[config.mk]
export PLATFORM = sky130hd
export DESIGN_NAME = rd_width_conv_down
export DESIGN_NICKNAME = d
export VERILOG_FILES = /design/src/logic/rd_dwc_pkg.sv /design/src/logic/rd_beat_tracker.sv /design/src/logic/rd_master_stage.sv /design/src/logic/rd_resp_merge.sv /design/src/logic/rd_width_conv_down.sv
export SDC_FILE = /design/constraint.sdc
export NUM_CORES = 1
export LEC_CHECK = 0
export BUFFER_PORTS_ARGS = -buffer_cell sky130_fd_sc_hd__buf_2
export CORE_MARGIN = 8
export CORE_UTILIZATION = 45
export CTS_CLUSTER_DIAMETER = 40
export DETAILED_ROUTE_END_ITERATION = 10
export GPL_TIMING_DRIVEN = 0
export PLACE_DENSITY = 0.79
export SLEW_MARGIN = 15
export SYNTH_ARGS = -nofsm -noshare
export SYNTH_HDL_FRONTEND = slang
export SYNTH_SLANG_ARGS = --single-unit
[constraint.sdc]
create_clock -name ACLK -period 6.9 [get_ports ACLK]
set_clock_uncertainty 0.2 [all_clocks]
set_input_delay 0.345 -clock ACLK [delete_from_list [all_inputs] [get_ports ACLK]]
set_output_delay 0.345 -clock ACLK [all_outputs]
set_load 0.02 [all_outputs]
[src/logic/rd_dwc_pkg.sv]
package rd_dwc_pkg;

   ///////////////////////////////////////////////////////////////////////
   // Bus widths and sizes
   ///////////////////////////////////////////////////////////////////////

   localparam int SLV_DATA_W   = 32;
   localparam int MST_DATA_W   = 128;
   localparam int SLV_BYTES    = SLV_DATA_W / 8;
   localparam int MST_BYTES    = MST_DATA_W / 8;
   localparam int SLV_SIZE_MAX = 2;
   localparam int OFFS_W       = 4;
   localparam int SIZE_W       = 3;
   localparam int ID_W         = 4;
   localparam int RESP_W       = 2;

   // One entry of the read command queue
   typedef struct packed {
      logic [OFFS_W-1:0] start_offs;
      logic [SIZE_W-1:0] size;
      logic              last_tx;
   } rd_cmd_t;

   // Narrow R channel beat
   typedef struct packed {
      logic [SLV_DATA_W-1:0] data;
      logic [ID_W-1:0]       id;
      logic [RESP_W-1:0]     resp;
      logic                  last;
   } slv_beat_t;

   // Wide R channel beat
   typedef struct packed {
      logic [MST_DATA_W-1:0] data;
      logic [ID_W-1:0]       id;
      logic [RESP_W-1:0]     resp;
      logic                  last;
   } mst_beat_t;

   // Bytes moved per slave beat, the transfer size capped at the slave width
   function automatic logic [OFFS_W-1:0] slv_bytes_of(input logic [SIZE_W-1:0] size);
      logic [SIZE_W-1:0] slv_size;
      slv_size = (size > SIZE_W'(SLV_SIZE_MAX)) ? SIZE_W'(SLV_SIZE_MAX) : size;
      return OFFS_W'(1) << slv_size;
   endfunction

endpackage

[src/logic/rd_beat_tracker.sv]
`timescale 1ns/1ps

module rd_beat_tracker (
   input  logic                          ACLK,
   input  logic                          sysReset,
   input  rd_dwc_pkg::rd_cmd_t           cmd,
   input  logic                          slv_take,
   input  logic                          slv_last,
   output logic [rd_dwc_pkg::OFFS_W-1:0] lane_offs,
   output logic                          word_done
);

   logic                          first_beat;
   logic [rd_dwc_pkg::OFFS_W-1:0] offs_q;
   logic [rd_dwc_pkg::OFFS_W-1:0] slv_bytes;
   logic [rd_dwc_pkg::OFFS_W-1:0] start_aligned;
   logic [rd_dwc_pkg::OFFS_W-1:0] end_offs;
   logic [rd_dwc_pkg::OFFS_W:0]   window;
   logic [rd_dwc_pkg::OFFS_W-1:0] win_mask;
   logic                          window_full;

   ///////////////////////////////////////////////////////////////////////
   // Byte offset of the current beat
   ///////////////////////////////////////////////////////////////////////

   assign slv_bytes     = rd_dwc_pkg::slv_bytes_of(cmd.size);
   assign start_aligned = cmd.start_offs & ~(slv_bytes - 1'b1);

   // First beat of a transaction starts from the command address
   assign lane_offs = first_beat ? start_aligned : offs_q;

   ///////////////////////////////////////////////////////////////////////
   // Window fill detection
   ///////////////////////////////////////////////////////////////////////

   // Master-size window, up to the full 16-byte word
   assign window   = (rd_dwc_pkg::OFFS_W + 1)'(1) << cmd.size;
   assign win_mask = rd_dwc_pkg::OFFS_W'(window - 1'b1);

   // Last byte written by this beat; offsets are aligned so no wrap here
   assign end_offs = lane_offs + slv_bytes - 1'b1;

   assign window_full = (end_offs & win_mask) == win_mask;

   // A final beat of the burst flushes a partly filled word
   assign word_done = window_full | (slv_last & cmd.last_tx);

   always_ff @(posedge ACLK or negedge sysReset)
   begin
      if (!sysReset)
      begin
         first_beat <= 1'b1;
         offs_q     <= '0;
      end
      else if (slv_take)
      begin
         first_beat <= slv_last;
         // Wraps modulo MST_BYTES through the offset width
         offs_q     <= lane_offs + slv_bytes;
      end
   end

endmodule

[src/logic/rd_master_stage.sv]
`timescale 1ns/1ps

module rd_master_stage (
   input  logic                          ACLK,
   input  logic                          sysReset,
   input  logic                          cmd_empty,
   input  rd_dwc_pkg::rd_cmd_t           cmd,
   input  rd_dwc_pkg::slv_beat_t         slv_r,
   input  logic                          slv_rvalid,
   input  logic                          mst_rready,
   input  logic [rd_dwc_pkg::OFFS_W-1:0] lane_offs,
   input  logic                          word_done,
   input  logic [rd_dwc_pkg::RESP_W-1:0] resp_next,
   output logic                          slv_rready,
   output logic                          slv_take,
   output logic                          cmd_pop,
   output rd_dwc_pkg::mst_beat_t         mst_r,
   output logic                          mst_rvalid
);

   logic                             mst_stall;
   logic [rd_dwc_pkg::OFFS_W-1:0]    slv_bytes;
   logic [rd_dwc_pkg::MST_BYTES-1:0] lane_en;

   ///////////////////////////////////////////////////////////////////////
   // Handshake and queue control
   ///////////////////////////////////////////////////////////////////////

   // Pending master beat not yet accepted
   assign mst_stall = mst_rvalid & ~mst_rready;

   assign slv_rready = ~cmd_empty & ~mst_stall;
   assign slv_take   = slv_rready & slv_rvalid;

   // Command retires with the last slave beat of its transaction
   assign cmd_pop = slv_take & slv_r.last;

   ///////////////////////////////////////////////////////////////////////
   // Byte lanes written by the current beat
   ///////////////////////////////////////////////////////////////////////

   assign slv_bytes = rd_dwc_pkg::slv_bytes_of(cmd.size);

   assign lane_en = rd_dwc_pkg::MST_BYTES'(
                       ((rd_dwc_pkg::MST_BYTES)'(1) << slv_bytes) - 1'b1) << lane_offs;

   ///////////////////////////////////////////////////////////////////////
   // Wide accumulator and output beat
   ///////////////////////////////////////////////////////////////////////

   always_ff @(posedge ACLK or negedge sysReset)
   begin
      if (!sysReset)
      begin
         mst_r      <= '0;
         mst_rvalid <= 1'b0;
      end
      else
      begin
         if (slv_take)
         begin
            // Master byte b takes slave byte b mod SLV_BYTES
            for (int b = 0; b < rd_dwc_pkg::MST_BYTES; b++)
            begin
               if (lane_en[b])
               begin
                  mst_r.data[b*8 +: 8] <= slv_r.data[(b % rd_dwc_pkg::SLV_BYTES)*8 +: 8];
               end
            end
            mst_r.id <= slv_r.id;
         end

         if (slv_take && word_done)
         begin
            mst_rvalid <= 1'b1;
            mst_r.resp <= resp_next;
            mst_r.last <= slv_r.last & cmd.last_tx;
         end
         else if (mst_rready)
         begin
            mst_rvalid <= 1'b0;
         end
      end
   end

endmodule

[src/logic/rd_resp_merge.sv]
`timescale 1ns/1ps

module rd_resp_merge (
   input  logic                          ACLK,
   input  logic                          sysReset,
   input  logic                          slv_take,
   input  logic [rd_dwc_pkg::RESP_W-1:0] slv_resp,
   input  logic                          word_done,
   output logic [rd_dwc_pkg::RESP_W-1:0] resp_next
);

   // Worst response seen since the last completed word
   logic [rd_dwc_pkg::RESP_W-1:0] resp_max;

   // Current beat counts too, it may be the one that closes the word
   assign resp_next = (slv_resp > resp_max) ? slv_resp : resp_max;

   always_ff @(posedge ACLK or negedge sysReset)
   begin
      if (!sysReset)
      begin
         resp_max <= '0;
      end
      else if (slv_take)
      begin
         if (word_done)
         begin
            // Merged value leaves with the master beat
            resp_max <= '0;
         end
         else
         begin
            resp_max <= resp_next;
         end
      end
   end

endmodule

[src/logic/rd_width_conv_down.sv]
`timescale 1ns/1ps

module rd_width_conv_down (
   input  logic                  ACLK,
   input  logic                  sysReset,
   input  rd_dwc_pkg::rd_cmd_t   cmd,
   input  logic                  cmd_empty,
   output logic                  cmd_pop,
   input  rd_dwc_pkg::slv_beat_t slv_r,
   input  logic                  slv_rvalid,
   output logic                  slv_rready,
   output rd_dwc_pkg::mst_beat_t mst_r,
   output logic                  mst_rvalid,
   input  logic                  mst_rready
);

   logic                          slv_take;
   logic [rd_dwc_pkg::OFFS_W-1:0] lane_offs;
   logic                          word_done;
   logic [rd_dwc_pkg::RESP_W-1:0] resp_next;

   ///////////////////////////////////////////////////////////////////////
   // Beat position and word completion
   ///////////////////////////////////////////////////////////////////////

   rd_beat_tracker u_tracker (
      .ACLK      (ACLK),
      .sysReset  (sysReset),
      .cmd       (cmd),
      .slv_take  (slv_take),
      .slv_last  (slv_r.last),
      .lane_offs (lane_offs),
      .word_done (word_done)
   );

   // Worst response across one master beat
   rd_resp_merge u_resp_merge (
      .ACLK      (ACLK),
      .sysReset  (sysReset),
      .slv_take  (slv_take),
      .slv_resp  (slv_r.resp),
      .word_done (word_done),
      .resp_next (resp_next)
   );

   ///////////////////////////////////////////////////////////////////////
   // Data packing and master R channel
   ///////////////////////////////////////////////////////////////////////

   rd_master_stage u_master_stage (
      .ACLK       (ACLK),
      .sysReset   (sysReset),
      .cmd_empty  (cmd_empty),
      .cmd        (cmd),
      .slv_r      (slv_r),
      .slv_rvalid (slv_rvalid),
      .mst_rready (mst_rready),
      .lane_offs  (lane_offs),
      .word_done  (word_done),
      .resp_next  (resp_next),
      .slv_rready (slv_rready),
      .slv_take   (slv_take),
      .cmd_pop    (cmd_pop),
      .mst_r      (mst_r),
      .mst_rvalid (mst_rvalid)
   );

endmodule

==> results.json <==
{
  "power_frac_comb": 0.423,
  "yosys-top-cells-area": "dfrtp_1 (57%), mux2_2 (22%), nand2_1 (2.0%)",
  "p_leak_nw": 4.077,
  "p_per_area_nw_per_um2": 498.5,
  "wirelength_mm": 15.65,
  "synth-edff-count": 0,
  "area_delta_synth_final_pct": 34.96,
  "synth_top_area_frac": 0.5696,
  "clock_latency_ps": 420,
  "slew_viol_final": 0,
  "ys_ff_latch": 143,
  "async_flop_share": 1.000,
  "max_cap_viol_count": 0,
  "power_frac_clock": 0.229,
  "synth_common_cells": "dfrtp_1 (142), mux2_2 (121), nand2_1 (34)",
  "finalWeightedCongestion": 0.8547,
  "dp_hpwl_mm": 11.74,
  "cts_sinks": 143,
  "numCtsBuffers": 17,
  "drive_gt1_frac": 0.5524,
  "end_kind": "flip-flop",
  "fin_crit_ps": 3672,
  "arrival_ps": 3780,
  "finalHoldViolCount": 0,
  "ant_nets": 0,
  "postCtsSetupBuffers": 0,
  "crit_path_start_kind": "flip-flop",
  "fin_nets": 746,
  "dr.pass1.iters": 4,
  "n_antenna_cell": 0,
  "power_mw": 4.197,
  "swShare": 0.3879,
  "path_cells": "buf_6 > and2b_2 > a31oi_4 > inv_1 > ha_1 > inv_1 > fa_1 > ha_1 > xnor2_1 > o221ai_1 > nand2_1 > nand3_1 > mux2_2",
  "preCtsSetupSlack_ps": 3254,
  "clock_path_buffers": 2,
  "setup_ws_ps": 3228,
  "setup_viol_count_final": 0,
  "relSlewSlack": 0.4620,
  "post_dp_cell_area_um2": 7443,
  "grt_usage": 0.1791,
  "whs_ps": 19.25,
  "grt_pass1_wl_mm": 25.44,
  "cts_tree": "yes",
  "synth_cell_type_count": 58,
  "utilization": 0.6137,
  "hold_class": "input pin to flip-flop",
  "rsz0062_at_grt": "false",
  "clk_pin_slew_ps": 60,
  "clock_tree.root_cell": "clkbuf_16",
  "start_util": 0.4547,
  "slowest_delay_ps": 520,
  "rows": 43,
  "synth_top_area_cell": "dfrtp_1",
  "post-route-drc-count": 0,
  "avgSynthCellArea_um2": 14.18,
  "crit_slowest_cell": "dfstp_2",
  "via_per_inst": 5.084,
  "synth_fp_nets": 502,
  "die_h_um": 133.7,
  "cts_resized": 0,
  "grt_pass1_vias": 4929,
  "status": "finished, final reports clean",
  "fin_crit_sh": 0.5321,
  "postLayoutCellArea_um2": 8419,
  "worstPathMaxFanout": 8,
  "synth.most_common_cell": "dfrtp_1",
  "critPathKind": "flip-flop to flip-flop",
  "die_w_um": 133.7,
  "worst_ep_required_time_ps": 7000,
  "worst_pin_slew_ps": 807.0,
  "drtIter0Drc": 134,
  "fmax_mhz": 272.3,
  "fin_cells": 877,
  "wl_per_cell_um": 17.84,
  "overflow": 0,
  "tns_ps": 0,
  "htree_levels": 4,
  "io_pins": 190,
  "ys_warn_count": 0,
  "synthCells": 440,
  "switchingPower_mw": 1.628,
  "dieArea_um2": 17890,
  "syn_area_um2": 6238,
  "vias": 4459,
  "seqPwrFrac": 0.348,
  "grt_max_degree": 74,
  "internal_power_mw": 2.569,
  "placedCellCount": 810,
  "antenna_found_initial": 0,
  "numPortBuffers": 189,
  "ys.flop_type": "dfrtp_1",
  "irDropWorstVdd_mv": 0.2316,
  "synth-seq-area-share": 0.5738,
  "coreArea_um2": 13720,
  "hold_buffers": 35
}
[metal layers]
metal,share of wire,up-vias,GRT usage
met4,0.015,0,0.06613
met3,0.081,22,0.07078
met2,0.50,154,0.3027
met5,0,-,0
met1,0.40,2217,0.2000
li1,-,2066,-
[power groups by stage]
stage               combinational (mW)  clock (mW)  sequential [mW]
global placement                  1.74           0             1.44
floorplan                        0.664           0             1.94
detailed placement                1.79           0             1.47
global route                      1.90        1.02             1.52
CTS                               1.80       0.985             1.46
finish                            1.78       0.961             1.46
[cell type report]
cell class,instances,area (um2)
Timing Repair Buffer,225,1330
Buffer,8,66.31
Tap cell,180,225.2
Fill cell,1091,5300
Multi-Input combinational cell,272,2524
Inverter,17,68.82
Clock buffer,17,425.4
Sequential cell,143,3580
Clock inverter,15,200.2
[layout by cell type, fill, tap and decap left out, types with 3 or more instances in the layout]
cell,instances
nand2b_1,6
a21o_1,4
inv_8,5
mux2_2,121
xnor2_1,4
nor2_2,5
o31ai_1,3
a21oi_1,7
dfrtp_1,142
a21oi_2,3
inv_1,16
bufinv_16,3
nor2_1,8
buf_2,189
o21ai_0,10
buf_6,3
ha_1,9
clkinvlp_4,3
dlygate4sd3_1,35
nand3_1,3
clkbuf_16,17
nand2_1,34
nor3_1,5
mux2_4,8
clkbuf_1,3
[registers in the layout (all words and copies together), names as in the netlist]
register                   flops
u_master_stage.mst_rvalid      1
u_tracker.first_beat           1
u_tracker.offs_q               4
u_master_stage.mst_r         135
u_resp_merge.resp_max          2
[kinds of logic after synthesis]
logic type,after synthesis,synth area share
other,1,0.0006011
xor gates and xnor gates,6,0.01063
adders and majority gates,10,0.02126
and+or+nand+nor,76,0.06217
DFF,143,0.5738
buffers and inverters,25,0.02166
AOI/OAI and AO/OA,47,0.06719
muxes,132,0.2427
[path summary, 6_finish.rpt]
kind	from	end	slack, ps	depth (start not counted)
max	u_tracker.first_beat$_DFFE_PN1P_	u_master_stage.mst_r[1]$_DFFE_PN0P_	3230	13
min	mst_rready	u_master_stage.mst_rvalid$_DFFE_PN0P_	20	3
max reg2reg	u_tracker.first_beat$_DFFE_PN1P_	u_master_stage.mst_r[1]$_DFFE_PN0P_	3230	13
min reg2reg	u_resp_merge.resp_max[1]$_DFFE_PN0P_	u_resp_merge.resp_max[1]$_DFFE_PN0P_	270	2
max in group asynchronous	sysReset	u_master_stage.mst_r[107]$_DFFE_PN0P_	5450	3
min in group asynchronous	sysReset	u_master_stage.mst_r[87]$_DFFE_PN0P_	310	2
[worst max-delay path: cells and delay by family, from the launching register on]
family / cells / cell delay [ps]
XOR/XNOR: 1 / 130
adder cells (fa/ha/maj): 3 / 890
multiplexers: 1 / 350
buffers and inverters: 3 / 410
AO/OA/AOI/OAI: 2 / 530
flip-flops: 1 / 520
AND/OR/NAND/NOR: 3 / 520
Note: power is estimated with default switching activity, not from simulation.
